==> src/hw/mem_map_pkg.sv <==
`default_nettype none

package mem_map_pkg;

    // cpu and dram geometry
    localparam int word_width      = 16;
    localparam int dram_addr_width = 25;
    localparam int dram_pad_width  = dram_addr_width - word_width;

    // pixel address is x above y
    localparam int px_x_width       = 10;
    localparam int px_y_width       = 9;
    localparam int pixel_addr_width = px_x_width + px_y_width;
    localparam int pixel_pad_width  = dram_addr_width - pixel_addr_width;

    localparam int led_count       = 10;
    localparam int led_index_width = 4;

    // address map
    localparam logic [word_width-1:0] dram_last       = 16'hF7FF;
    localparam logic [word_width-1:0] led_first       = 16'hF800;
    localparam logic [word_width-1:0] led_last        = 16'hF809;
    localparam logic [word_width-1:0] uart_ready_addr = 16'hF80A;
    localparam logic [word_width-1:0] uart_byte_addr  = 16'hF80B;
    localparam logic [word_width-1:0] vga_addr        = 16'hF80C;

    localparam logic [word_width-1:0] nop_instr = 16'hF000;

    // serial line, 8N1
    localparam int clks_per_bit   = 4;
    localparam int baud_cnt_width = $clog2(clks_per_bit);
    localparam int uart_data_bits = 8;

    typedef enum logic [2:0] {
        idle,
        fetch_instr,
        wait_instr,
        instr_out,
        rw_data,
        wait_data,
        data_out
    } ctrl_state_t;

    typedef enum logic [2:0] {
        dram,
        led,
        uart_ready,
        uart_byte,
        vga,
        none
    } region_t;

    typedef enum logic [1:0] {
        px_x,
        px_y,
        px_colour
    } pixel_state_t;

endpackage

`default_nettype wire
==> src/hw/mem_map_top.sv <==
`default_nettype none

module mem_map_top (
    input  wire                                       clk,
    input  wire                                       rst,
    input  wire [mem_map_pkg::word_width-1:0]         pc,
    input  wire [mem_map_pkg::word_width-1:0]         data_addr,
    input  wire [mem_map_pkg::word_width-1:0]         data_in,
    input  wire                                       write_en,
    input  wire                                       cpu_ready,
    input  wire [mem_map_pkg::word_width-1:0]         dram_rdata,
    input  wire                                       dram_ack,
    output logic [mem_map_pkg::word_width-1:0]        instr,
    output logic [mem_map_pkg::word_width-1:0]        read_data,
    output logic                                      instr_valid,
    output logic                                      data_valid,
    output logic [mem_map_pkg::led_count-1:0]         led,
    output logic                                      uart_txd,
    output logic                                      dram_req,
    output logic                                      dram_we,
    output logic [mem_map_pkg::dram_addr_width-1:0]   dram_addr,
    output logic [mem_map_pkg::word_width-1:0]        dram_wdata
);

    mem_map_pkg::region_t                          data_region;
    logic [mem_map_pkg::led_index_width-1:0]       led_index;
    logic                                          dev_write;
    logic                                          led_wr;
    logic                                          uart_start;
    logic                                          uart_ready;
    logic                                          pixel_wr;
    logic                                          pixel_commit;
    logic [mem_map_pkg::pixel_addr_width-1:0]      pixel_addr;

    // device write strobes
    assign led_wr     = dev_write && write_en && (data_region == mem_map_pkg::led);
    assign uart_start = dev_write && write_en && (data_region == mem_map_pkg::uart_byte);
    assign pixel_wr   = dev_write && write_en && (data_region == mem_map_pkg::vga);

    mem_map_ctrl i_ctrl (
        .clk          (clk),
        .rst          (rst),
        .cpu_ready    (cpu_ready),
        .pc           (pc),
        .data_addr    (data_addr),
        .data_in      (data_in),
        .write_en     (write_en),
        .dram_rdata   (dram_rdata),
        .dram_ack     (dram_ack),
        .data_region  (data_region),
        .uart_ready   (uart_ready),
        .pixel_commit (pixel_commit),
        .pixel_addr   (pixel_addr),
        .instr        (instr),
        .instr_valid  (instr_valid),
        .read_data    (read_data),
        .data_valid   (data_valid),
        .dram_req     (dram_req),
        .dram_we      (dram_we),
        .dram_addr    (dram_addr),
        .dram_wdata   (dram_wdata),
        .dev_write    (dev_write)
    );

    addr_decode i_decode (
        .addr      (data_addr),
        .region    (data_region),
        .led_index (led_index)
    );

    led_bank i_leds (
        .clk    (clk),
        .rst    (rst),
        .wr     (led_wr),
        .index  (led_index),
        .bit_in (data_in[0]),
        .led    (led)
    );

    uart_tx i_uart (
        .clk     (clk),
        .rst     (rst),
        .start   (uart_start),
        .tx_byte (data_in[mem_map_pkg::uart_data_bits-1:0]),
        .ready   (uart_ready),
        .txd     (uart_txd)
    );

    pixel_writer i_pixel (
        .clk        (clk),
        .rst        (rst),
        .wr         (pixel_wr),
        .data       (data_in),
        .commit     (pixel_commit),
        .pixel_addr (pixel_addr)
    );

endmodule

`default_nettype wire

==> src/hw/mem_map_ctrl.sv <==
`default_nettype none

module mem_map_ctrl (
    input  wire                                       clk,
    input  wire                                       rst,
    input  wire                                       cpu_ready,
    input  wire [mem_map_pkg::word_width-1:0]         pc,
    input  wire [mem_map_pkg::word_width-1:0]         data_addr,
    input  wire [mem_map_pkg::word_width-1:0]         data_in,
    input  wire                                       write_en,
    input  wire [mem_map_pkg::word_width-1:0]         dram_rdata,
    input  wire                                       dram_ack,
    input  wire mem_map_pkg::region_t                 data_region,
    input  wire                                       uart_ready,
    input  wire                                       pixel_commit,
    input  wire [mem_map_pkg::pixel_addr_width-1:0]   pixel_addr,
    output logic [mem_map_pkg::word_width-1:0]        instr,
    output logic                                      instr_valid,
    output logic [mem_map_pkg::word_width-1:0]        read_data,
    output logic                                      data_valid,
    output logic                                      dram_req,
    output logic                                      dram_we,
    output logic [mem_map_pkg::dram_addr_width-1:0]   dram_addr,
    output logic [mem_map_pkg::word_width-1:0]        dram_wdata,
    output logic                                      dev_write
);

    mem_map_pkg::ctrl_state_t                  state;
    logic [mem_map_pkg::word_width-1:0]        last_pc;
    logic                                      start;

    // request chosen in the strobe cycle, then held until the ack
    logic [mem_map_pkg::dram_addr_width-1:0]   sel_addr;
    logic                                      sel_we;
    logic [mem_map_pkg::word_width-1:0]        sel_wdata;
    logic [mem_map_pkg::dram_addr_width-1:0]   hold_addr;
    logic                                      hold_we;
    logic [mem_map_pkg::word_width-1:0]        hold_wdata;

    assign start     = cpu_ready && (pc != last_pc);
    assign dram_req  = (state == mem_map_pkg::fetch_instr) || (state == mem_map_pkg::rw_data);
    assign dev_write = (state == mem_map_pkg::rw_data);

    always_comb begin
        sel_addr  = '0;
        sel_we    = 1'b0;
        sel_wdata = data_in;
        if (state == mem_map_pkg::fetch_instr) begin
            // out-of-window pc fetches word 0
            if (pc <= mem_map_pkg::dram_last) begin
                sel_addr = {{mem_map_pkg::dram_pad_width{1'b0}}, pc};
            end
        end else if (pixel_commit) begin
            sel_addr = {{mem_map_pkg::pixel_pad_width{1'b0}}, pixel_addr};
            sel_we   = 1'b1;
        end else if (data_region == mem_map_pkg::dram) begin
            sel_addr = {{mem_map_pkg::dram_pad_width{1'b0}}, data_addr};
            sel_we   = write_en;
        end
    end

    assign dram_addr  = dram_req ? sel_addr : hold_addr;
    assign dram_we    = dram_req ? sel_we : hold_we;
    assign dram_wdata = dram_req ? sel_wdata : hold_wdata;

    always_ff @(posedge clk) begin
        if (!rst) begin
            state       <= mem_map_pkg::idle;
            last_pc     <= '1;
            instr       <= mem_map_pkg::nop_instr;
            instr_valid <= 1'b0;
            data_valid  <= 1'b0;
            hold_we     <= 1'b0;
        end else begin
            instr_valid <= 1'b0;
            data_valid  <= 1'b0;
            if (dram_req) begin
                hold_we <= sel_we;
            end
            // cpu not ready, so the next ready refetches
            if (!cpu_ready) begin
                last_pc <= '1;
            end
            case (state)
                mem_map_pkg::idle: begin
                    if (start) begin
                        last_pc <= pc;
                        state   <= mem_map_pkg::fetch_instr;
                    end
                end
                mem_map_pkg::fetch_instr: state <= mem_map_pkg::wait_instr;
                mem_map_pkg::wait_instr: begin
                    if (dram_ack) begin
                        instr       <= dram_rdata;
                        instr_valid <= 1'b1;
                        state       <= mem_map_pkg::instr_out;
                    end
                end
                mem_map_pkg::instr_out: state <= mem_map_pkg::rw_data;
                mem_map_pkg::rw_data:   state <= mem_map_pkg::wait_data;
                mem_map_pkg::wait_data: begin
                    if (dram_ack) begin
                        data_valid <= 1'b1;
                        state      <= mem_map_pkg::data_out;
                    end
                end
                mem_map_pkg::data_out: state <= mem_map_pkg::idle;
                default:               state <= mem_map_pkg::idle;
            endcase
        end
    end

    always_ff @(posedge clk) begin
        if (dram_req) begin
            hold_addr  <= sel_addr;
            hold_wdata <= sel_wdata;
        end
        if (state == mem_map_pkg::wait_data && dram_ack) begin
            if (data_region == mem_map_pkg::uart_ready) begin
                read_data <= {{(mem_map_pkg::word_width - 1){1'b0}}, uart_ready};
            end else begin
                read_data <= dram_rdata;
            end
        end
    end

endmodule

`default_nettype wire

==> src/hw/pixel_writer.sv <==
`default_nettype none

module pixel_writer (
    input  wire                                        clk,
    input  wire                                        rst,
    input  wire                                        wr,
    input  wire [mem_map_pkg::word_width-1:0]          data,
    output logic                                       commit,
    output logic [mem_map_pkg::pixel_addr_width-1:0]   pixel_addr
);

    mem_map_pkg::pixel_state_t               phase;
    logic [mem_map_pkg::px_x_width-1:0]      x_reg;
    logic [mem_map_pkg::px_y_width-1:0]      y_reg;

    // colour write goes straight to dram in the same cycle
    assign commit     = wr && (phase == mem_map_pkg::px_colour);
    assign pixel_addr = {x_reg, y_reg};

    always_ff @(posedge clk) begin
        if (!rst) begin
            phase <= mem_map_pkg::px_x;
        end else if (wr) begin
            case (phase)
                mem_map_pkg::px_x:      phase <= mem_map_pkg::px_y;
                mem_map_pkg::px_y:      phase <= mem_map_pkg::px_colour;
                mem_map_pkg::px_colour: phase <= mem_map_pkg::px_x;
                default:                phase <= mem_map_pkg::px_x;
            endcase
        end
    end

    always_ff @(posedge clk) begin
        if (wr && phase == mem_map_pkg::px_x) begin
            x_reg <= data[mem_map_pkg::px_x_width-1:0];
        end
        if (wr && phase == mem_map_pkg::px_y) begin
            y_reg <= data[mem_map_pkg::px_y_width-1:0];
        end
    end

endmodule

`default_nettype wire

==> src/hw/uart_tx.sv <==
`default_nettype none

module uart_tx (
    input  wire                                      clk,
    input  wire                                      rst,
    input  wire                                      start,
    input  wire [mem_map_pkg::uart_data_bits-1:0]    tx_byte,
    output logic                                     ready,
    output logic                                     txd
);

    logic                                         busy;
    logic [mem_map_pkg::baud_cnt_width-1:0]       clk_cnt;
    logic [3:0]                                   bit_cnt;
    // data bits then stop bit, shifted out lsb first
    logic [mem_map_pkg::uart_data_bits:0]         frame;

    assign ready = !busy;

    always_ff @(posedge clk) begin
        if (!rst) begin
            busy    <= 1'b0;
            txd     <= 1'b1;
            clk_cnt <= '0;
            bit_cnt <= '0;
        end else if (!busy) begin
            if (start) begin
                busy    <= 1'b1;
                txd     <= 1'b0;
                clk_cnt <= '0;
                bit_cnt <= '0;
            end
        end else if (clk_cnt == mem_map_pkg::baud_cnt_width'(mem_map_pkg::clks_per_bit - 1)) begin
            clk_cnt <= '0;
            if (bit_cnt == 4'(mem_map_pkg::uart_data_bits + 1)) begin
                // end of stop bit
                busy <= 1'b0;
                txd  <= 1'b1;
            end else begin
                txd     <= frame[0];
                bit_cnt <= bit_cnt + 4'd1;
            end
        end else begin
            clk_cnt <= clk_cnt + 1'b1;
        end
    end

    always_ff @(posedge clk) begin
        if (!busy && start) begin
            frame <= {1'b1, tx_byte};
        end else if (busy && clk_cnt == mem_map_pkg::baud_cnt_width'(mem_map_pkg::clks_per_bit - 1)) begin
            frame <= {1'b1, frame[mem_map_pkg::uart_data_bits:1]};
        end
    end

endmodule

`default_nettype wire

==> src/hw/led_bank.sv <==
`default_nettype none

module led_bank (
    input  wire                                       clk,
    input  wire                                       rst,
    input  wire                                       wr,
    input  wire [mem_map_pkg::led_index_width-1:0]    index,
    input  wire                                       bit_in,
    output logic [mem_map_pkg::led_count-1:0]         led
);

    always_ff @(posedge clk) begin
        if (!rst) begin
            led <= '0;
        end else if (wr && index < mem_map_pkg::led_count) begin
            // one bit per address
            led[index] <= bit_in;
        end
    end

endmodule

`default_nettype wire

==> src/hw/addr_decode.sv <==
`default_nettype none

module addr_decode (
    input  wire [mem_map_pkg::word_width-1:0]        addr,
    output mem_map_pkg::region_t                     region,
    output logic [mem_map_pkg::led_index_width-1:0]  led_index
);

    always_comb begin
        if (addr <= mem_map_pkg::dram_last) begin
            region = mem_map_pkg::dram;
        end else if (addr >= mem_map_pkg::led_first && addr <= mem_map_pkg::led_last) begin
            region = mem_map_pkg::led;
        end else if (addr == mem_map_pkg::uart_ready_addr) begin
            region = mem_map_pkg::uart_ready;
        end else if (addr == mem_map_pkg::uart_byte_addr) begin
            region = mem_map_pkg::uart_byte;
        end else if (addr == mem_map_pkg::vga_addr) begin
            region = mem_map_pkg::vga;
        end else begin
            region = mem_map_pkg::none;
        end
    end

    // offset from the first led address, only meaningful in the led region
    assign led_index = mem_map_pkg::led_index_width'(addr - mem_map_pkg::led_first);

endmodule

`default_nettype wire

==> config.mk <==
export PLATFORM = sky130hd
export DESIGN_NAME = mem_map_top
export DESIGN_NICKNAME = d
export VERILOG_FILES = /design/src/hw/mem_map_pkg.sv /design/src/hw/mem_map_top.sv /design/src/hw/mem_map_ctrl.sv /design/src/hw/pixel_writer.sv /design/src/hw/uart_tx.sv /design/src/hw/led_bank.sv /design/src/hw/addr_decode.sv
export SDC_FILE = /design/constraint.sdc
export NUM_CORES = 1
export LEC_CHECK = 0
export BUFFER_PORTS_ARGS = -buffer_cell sky130_fd_sc_hd__buf_2
export CORE_UTILIZATION = 53
export CTS_CLUSTER_SIZE = 10
export DETAILED_ROUTE_END_ITERATION = 6
export PLACE_DENSITY = 0.83
export SLEW_MARGIN = 20
export SYNTH_ARGS = -nofsm -noshare
export SYNTH_HDL_FRONTEND = slang
export SYNTH_HIERARCHICAL = 1
export SYNTH_SLANG_ARGS = --single-unit
==> constraint.sdc <==
create_clock -name clk -period 5.8 [get_ports clk]
set_input_delay 1.16 -clock clk [delete_from_list [all_inputs] [get_ports clk]]
set_output_delay 1.16 -clock clk [all_outputs]
set_load 0.1 [all_outputs]
==> results.toml, run 1 <==
[layout]
final_common_cell = "buf_2"
largest-register = "i_ctrl/hold_addr"
finalNonFillerCells = 839
largest_reg_flops = 25
diodes = 0
drive_gt1_frac = 0.355
syn_to_final_growth_pct = 27.4
final_cell_mix = "buf_2, dfxtp_1, nand2_1"
finalNetCount = 758

[route]
drtPass1Iterations = 7
vias = 4648
antenna_left = 0
post_drt_wl_per_cell_um = 17.2
avgViaCountPerCell = 5.54
routed_wl_um = 14400
drt_iter0_drc = 406
drc = 0

[worst_setup_path]
path_class = "in -> out"
reg2reg_setup_slack_ns = 2.84
crit_fanout = 21
crit_arrival_ns = 4.31
worstReg2RegEnd = "i_ctrl/hold_addr[4]"
r2r-start = "i_ctrl/state[1]"
end_kind = "output port"
cp.required_ns = 4.64
worst_r2r_path_depth = 12
timing.critical_path.from_type = "input port"

[outcome]
status = "complete, no violations"

[synth]
syn_area_um2 = 5920
ys.flop_type = "dfxtp_1"
syn_avg_cell_area_um2 = 11.0
yosysSeqAreaShare = 0.553
async_flop_share = 0
syn_inst = 537
synth.distinct_cells = 65
yosys_warnings = 6
synth_fp_nets = 609
synth_seq_cells = 142
synth-edff-count = 43

[place]
portBuffers = 156
place_hpwl_um = 10100
placed_cells_incl_taps = 807
gp_congestion = 0.871

[die]
start_util = 0.546
row_count = 38
die_h_um = 108
pin_count = 157
fp.dieArea_um2 = 11600
core_area_um2 = 10800
chipWidth_um = 108

[clocking]
postCtsSetupRepairBufs = 0
cts_tree = "yes"
cts-buffers-inserted = 17
htree_levels = 4
cts-hold-fix-buffers = 0
insertion_delay_ns = 0.53
cts_root_buffer = "clkbuf_8"
cts_resized = 0
clockBufferDepth = 2
cts.reportedPaths.clkPinSlew_ns = 0.06
cts_sinks = 142

[grt]
track_usage = 0.260
grt_pass1_wl_um = 22700
antenna_found_initial = 0
grt_pass1_vias = 4565
grt_max_degree = 37
overflow = 0

[hold_path]
min_from = "i_ctrl/instr[0]"
hold_class = "reg -> reg"
hold_end = "i_ctrl/instr[0]"
hold_depth = 2

[power]
total_power_mw = 3.56
ir_worst_vdd_mv = 0.526
leakagePower_nw = 3.28
p_per_area_nw_per_um2 = 472

[timing]
holdWs_ns = 0.452
setup_violations = 0
hold_violations = 0
fmax_ghz = 0.183
slew_viol_final = 0
maxSlewHeadroom = 0.258
worst_pin_slew_ns = 1.11
fin_skew_ns = 0.00729
period_needed_ns = 5.47
rsz0062_at_grt = "false"
fin_crit_sh = 0.944

[flow_run]
maxCapViolCount = 0
==> cells by family (layout without fill, tap and decap cells) <==
logic type,count (synthesis),count (layout),share of synthesized area
buf+inv,38,200,0.0441
xor+xnor,17,17,0.0251
fa+ha+maj,3,3,0.00634
flops,142,142,0.553
mux,43,43,0.0832
simple gates,206,206,0.190
compound gates,88,88,0.0982
==> report_power, final <==
group          switching [mW]  internal, mW
Sequential             0.0415          1.14
Clock                   0.416         0.570
Combinational            1.02         0.375
Total                    1.47          2.08
==> metrics by stage <==
stage | instance area, µm² | utilization | worst slack [ns] | TNS (ns)
detailed placement | 7000 | 0.646 | 0.383 | 0
global route | 7540 | 0.696 | 0.184 | 0
global placement | 7000 | 0.646 | 0.493 | 0
CTS | 7540 | 0.696 | 0.358 | 0
floorplan | 5990 | - | -0.212 | -0.212
finish | 7540 | 0.696 | 0.326 | 0
==> layer usage <==
layer	vias up	share of wire	GRT usage
met3	34	0.062	0.0714
met2	178	0.50	0.432
li1	2201	-	-
met1	2235	0.41	0.309
met4	0	0.025	0.125
met5	-	0	0
==> final cells by class <==
cell class	instances	area [µm²]
inverters	7	33.8
well taps	140	175
clock buffers	19	422
multi-input cells	357	2460
repair buffers	161	1060
flip-flops and latches	142	3270
clock inverters	13	119
fillers	765	3300
==> worst max-delay path, stage by stage <==
cell,delay (ns)
buf_2,0.11
or4_4,0.54
nor4_4,0.24
and4bb_1,0.42
nor4b_1,0.10
buf_4,0.17
and3b_2,0.35
nor4_4,0.44
buf_4,0.25
a22oi_1,0.10
o21ai_2,0.23
buf_12,0.21
==> worst max-delay path by stage <==
stage,startpoint,to,slack (ns),depth (start not counted)
6_report,data_addr[4],dram_addr[4],0.33,12
5_1_grt,data_addr[4],dram_addr[8],0.18,12
4_1_cts,data_addr[4],dram_addr[4],0.36,12
3_5_place_dp,data_addr[4],dram_addr[8],0.38,12
3_3_place_gp,data_addr[4],dram_addr[7],0.49,12
2_1_floorplan,data_addr[4],dram_addr[0],-0.21,8
==> cell usage after synthesis (5+ instances only) <==
master | number | share of area
nor2_1 | 46 | 0.029
and2b_1 | 7 | 0.0089
buf_6 | 6 | 0.011
xor2_1 | 16 | 0.024
inv_1 | 6 | 0.0038
and3_1 | 8 | 0.0084
buf_2 | 5 | 0.0042
edfxtp_1 | 43 | 0.22
a22oi_1 | 32 | 0.041
mux2i_1 | 26 | 0.044
buf_4 | 6 | 0.0076
nand2_1 | 73 | 0.046
nand3_1 | 14 | 0.012
nor2b_1 | 14 | 0.015
o21ai_0 | 15 | 0.013
mux2_2 | 6 | 0.011
clkbuf_1 | 10 | 0.0063
mux2_4 | 11 | 0.028
dfxtp_1 | 99 | 0.33
a21oi_1 | 20 | 0.017
No activity file was read; power rests on OpenSTA's default activity.
==> inputs of run 2 (changes only) <==
- CELL_PAD_IN_SITES_DETAIL_PLACEMENT: not set -> 0
- CELL_PAD_IN_SITES_GLOBAL_PLACEMENT: not set -> 1
- CORE_UTILIZATION: 53 -> 41
==> results.toml, run 2 (same netlist as run 1, synthesis figures left out) <==
[power]
p_per_area_nw_per_um2 = 468
total_power_mw = 3.58
leakagePower_nw = 3.31
ir_worst_vdd_mv = 0.492

[timing]
fmax_ghz = 0.186
hold_violations = 0
fin_skew_ns = 0.00928
holdWs_ns = 0.458
worst_pin_slew_ns = 1.09
setup_violations = 0
maxSlewHeadroom = 0.275
fin_crit_sh = 0.928
slew_viol_final = 0
period_needed_ns = 5.38
tns_ns = 0
rsz0062_at_grt = "false"

[route]
drt_iter0_drc = 299
drc = 0
antenna_left = 0
drtPass1Iterations = 4
post_drt_wl_per_cell_um = 16.0
routed_wl_um = 14100
avgViaCountPerCell = 5.12
vias = 4507

[clocking]
cts_tree = "yes"
postCtsSetupRepairBufs = 0
cts_resized = 0
cts-hold-fix-buffers = 0
htree_levels = 4
clockBufferDepth = 2
cts_sinks = 142
insertion_delay_ns = 0.41
cts-buffers-inserted = 17
cts.reportedPaths.clkPinSlew_ns = 0.06
cts_root_buffer = "clkbuf_16"

[layout]
largest_reg_flops = 25
drive_gt1_frac = 0.359
finalNetCount = 759
final_cell_mix = "buf_2, dfxtp_1, nand2_1"
largest-register = "i_ctrl/hold_addr"
nFillCells = 1229
final_common_cell = "buf_2"
syn_to_final_growth_pct = 29.2
diodes = 0

[flow_run]
maxCapViolCount = 0

[grt]
track_usage = 0.192
grt_max_degree = 37
overflow = 0
grt_pass1_vias = 4304
grt_pass1_wl_um = 21800
antenna_found_initial = 0

[place]
portBuffers = 156
place_hpwl_um = 10200
gp_congestion = 0.803

[outcome]
status = "complete, no violations"

[die]
start_util = 0.423
pin_count = 157
row_count = 43
fp.dieArea_um2 = 14900
chipWidth_um = 122
die_h_um = 122
core_area_um2 = 14000

[worst_setup_path]
crit_fanout = 21
timing.critical_path.from_type = "input port"
crit_chain = "buf_2 > or4_4 > nor4_4 > and4bb_1 > nor4b_1 > buf_4 > and3b_2 > nor4_4 > buf_4 > a22oi_1 > o21ai_2 > buf_12"
cp.buffers_inverters = 4
path_class = "in -> out"
cp.required_ns = 4.64
reg2reg_setup_slack_ns = 2.90
crit_arrival_ns = 4.22
path_delay_family = "simple AND/OR/NAND/NOR gates"
end_kind = "output port"
crit_slowest_cell = "or4_4"
cpPeakStageDelay_ns = 0.54

[hold_path]
hold_class = "reg -> reg"
run 2: changes by cell type in the layout (fill, tap and decap cells not counted), moves of 2 or more:
cell / before / now
buf_12: 16 / 18
clkbuf_1: 2 / 0
inv_6: 1 / 4
buf_2: 140 / 138
run 2: per-stage QoR:
step	setup WS, ns	instances	utilization	instance area [µm²]
after floorplan	-0.212	537	-	5990
after global placement	0.486	847	0.506	7080
after detailed placement	0.442	847	0.506	7080
after CTS	0.419	879	0.546	7640
after global routing	0.273	880	0.547	7650
final	0.418	880	0.547	7650
run 2: power breakdown:
group	internal, mW	switching (mW)
clock	0.580	0.439
sequential	1.14	0.0354
combinational	0.376	1.01
total	2.09	1.49
run 2: worst paths after layout:
kind | end | from | depth (start not counted)
hold / removal | i_ctrl/instr[6] | i_ctrl/instr[6] | 2
setup reg to reg | i_ctrl/hold_addr[13] | i_ctrl/state[1] | 12
setup / recovery | dram_addr[13] | data_addr[4] | 12
hold reg to reg | i_ctrl/instr[6] | i_ctrl/instr[6] | 2
run 2: cell type report:
class	count	area (µm²)	area share
flip-flops and latches	142	3270	0.428
multi-input cells	357	2460	0.322
repair buffers	162	1100	0.144
clock buffers	19	453	0.0592
well taps	180	225	0.0294
clock inverters	13	105	0.0137
inverters	7	33.8	0.00441
run 2: metal layers:
metal	routed length, µm	global-route usage	vias to the layer above
li1	-	-	2211
met1	6260	0.244	2153
met2	6910	0.310	126
met3	715	0.0534	17
met4	198	0.0732	0
met5	0	0	-
run 2: worst reg2reg max path, cell delays in order, from the launching register on:
cell      delay, ns
dfxtp_1        0.35
nand2b_4       0.17
or2_1          0.21
buf_4          0.25
inv_8          0.14
nand2_1        0.09
nor4b_1        0.26
buf_4          0.19
and3b_2        0.46
nor4_4         0.12
buf_4          0.21
a22oi_1        0.23
o21ai_2        0.11
==> inputs of run 3 (changes only) <==
- BUFFER_PORTS_ARGS: -buffer_cell sky130_fd_sc_hd__buf_2 -> not set
- CORE_UTILIZATION: 41 -> 48
- DONT_BUFFER_PORTS: not set -> 1
- MAX_ROUTING_LAYER: not set -> met4
- PLACE_DENSITY: 0.83 -> 0.81
==> results.toml, run 3 (same netlist as run 1, synthesis figures left out) <==
[clocking]
cts_sinks = 142
cts.reportedPaths.clkPinSlew_ns = 0.05
cts_root_buffer = "clkbuf_16"
clockBufferDepth = 2
cts_resized = 0
insertion_delay_ns = 0.42
cts-buffers-inserted = 17
cts_tree = "yes"
cts-hold-fix-buffers = 0
htree_levels = 4
postCtsSetupRepairBufs = 0

[die]
start_util = 0.493
core_area_um2 = 12000
die_h_um = 113
fp.dieArea_um2 = 12800
chipWidth_um = 113
row_count = 40
pin_count = 157

[layout]
drive_gt1_frac = 0.183
nFillCells = 1029
fin_area_um2 = 6640
diodes = 0
finalNetCount = 610
final_cell_mix = "dfxtp_1, nand2_1, nor2_1"
syn_to_final_growth_pct = 12.2
multi_input_area_um2 = 2480
regArea_um2 = 3270
largest_reg_flops = 25
largest-register = "i_ctrl/hold_addr"
final_common_cell = "dfxtp_1"

[grt]
antenna_found_initial = 0
grt_pass1_vias = 3771
grt_max_degree = 37
overflow = 0
track_usage = 0.216
grt_pass1_wl_um = 20100

[route]
drc = 0
vias = 3914
avgViaCountPerCell = 5.61
antenna_left = 0
post_drt_wl_per_cell_um = 18.5
drtPass1Iterations = 7
drt_iter0_drc = 266
routed_wl_um = 12900

[worst_setup_path]
path_class = "in -> out"
crit_chain = "or4_4 > nor4_4 > and4bb_1 > nor4b_1 > buf_4 > and3b_2 > nor4_4 > buf_4 > a22oi_1 > o21ai_2"
crit_arrival_ns = 4.36
crit_slowest_cell = "o21ai_2"
cp.required_ns = 4.64
cpPeakStageDelay_ns = 0.91
end_kind = "output port"
reg2reg_setup_slack_ns = 2.14
crit_fanout = 21
timing.critical_path.from_type = "input port"

[timing]
fmax_ghz = 0.181
hold_violations = 0
setup_violations = 0
worst_pin_slew_ns = 1.15
rsz0062_at_grt = "false"
fin_crit_sh = 0.952
slew_viol_final = 0
maxSlewHeadroom = 0.231
fin_skew_ns = 0.00925
period_needed_ns = 5.52

[power]
p_per_area_nw_per_um2 = 497
ir_worst_vdd_mv = 0.410
total_power_mw = 3.30
leakagePower_nw = 2.60

[place]
placed_area_um2 = 6040
place_hpwl_um = 9240
gp_congestion = 0.951
portBuffers = 0

[outcome]
status = "complete, no violations"

[hold_path]
hold_class = "reg -> reg"

[flow_run]
maxCapViolCount = 0
## run 3: changes by cell type in the layout (fill, tap and decap cells not counted), moves of 2 or more
cell | previous run | this run
buf_2 | 138 | 0
buf_12 | 18 | 0
buf_4 | 5 | 12
clkinv_1 | 0 | 2
inv_8 | 3 | 1
o21ai_4 | 0 | 2
## run 3: layer usage
layer | vias to the layer above | routed length (µm) | GRT usage
met5 | - | 0 | -
met4 | 0 | 189 | 0.0754
met3 | 23 | 811 | 0.0739
met2 | 130 | 6330 | 0.343
met1 | 1859 | 5560 | 0.255
li1 | 1902 | - | -
## run 3: where the power goes
| part | leakage [nW] | internal (mW) | total [mW] | switching [mW] |
|---|---|---|---|---|
| clock | 0.271 | 0.614 | 1.02 | 0.408 |
| sequential | 1.20 | 1.14 | 1.22 | 0.0782 |
| combinational | 1.12 | 0.163 | 1.06 | 0.898 |
## run 3: final cells by class
class,count,area share
clock buffer,20,0.0687
inverter,7,0.00508
clock inverter,12,0.0166
timing repair buffer,13,0.0158
sequential,142,0.493
tap,147,0.0277
multi-input combinational,357,0.373
## run 3: worst paths after layout
path                            depth (start not counted)                 start                   end
worst max register to register                         11       i_ctrl/state[0]   i_ctrl/hold_addr[6]
worst min-delay path                                    1  i_ctrl/hold_addr[17]  i_ctrl/hold_addr[17]
worst max-delay path                                   10          data_addr[4]          dram_addr[6]
worst min register to register                          1  i_ctrl/hold_addr[17]  i_ctrl/hold_addr[17]
## run 3: per-stage QoR
stage	cells	setup slack [ns]	util	hold slack [ns]	TNS, ns
5_1_grt	698	0.142	0.553	0.505	0
6_report	698	0.281	0.553	0.490	0
3_3_place_gp	665	0.347	0.503	0.456	0
4_1_cts	697	0.283	0.550	0.490	0
2_1_floorplan	537	-0.212	-	0.464	-0.212
3_5_place_dp	665	0.284	0.503	0.477	0
## run 3: critical path, delay by kind of cell
family / cells / cell delay, ns
simple gates: 6 / 1.76
compound gates: 2 / 1.05
buf+inv: 2 / 0.40
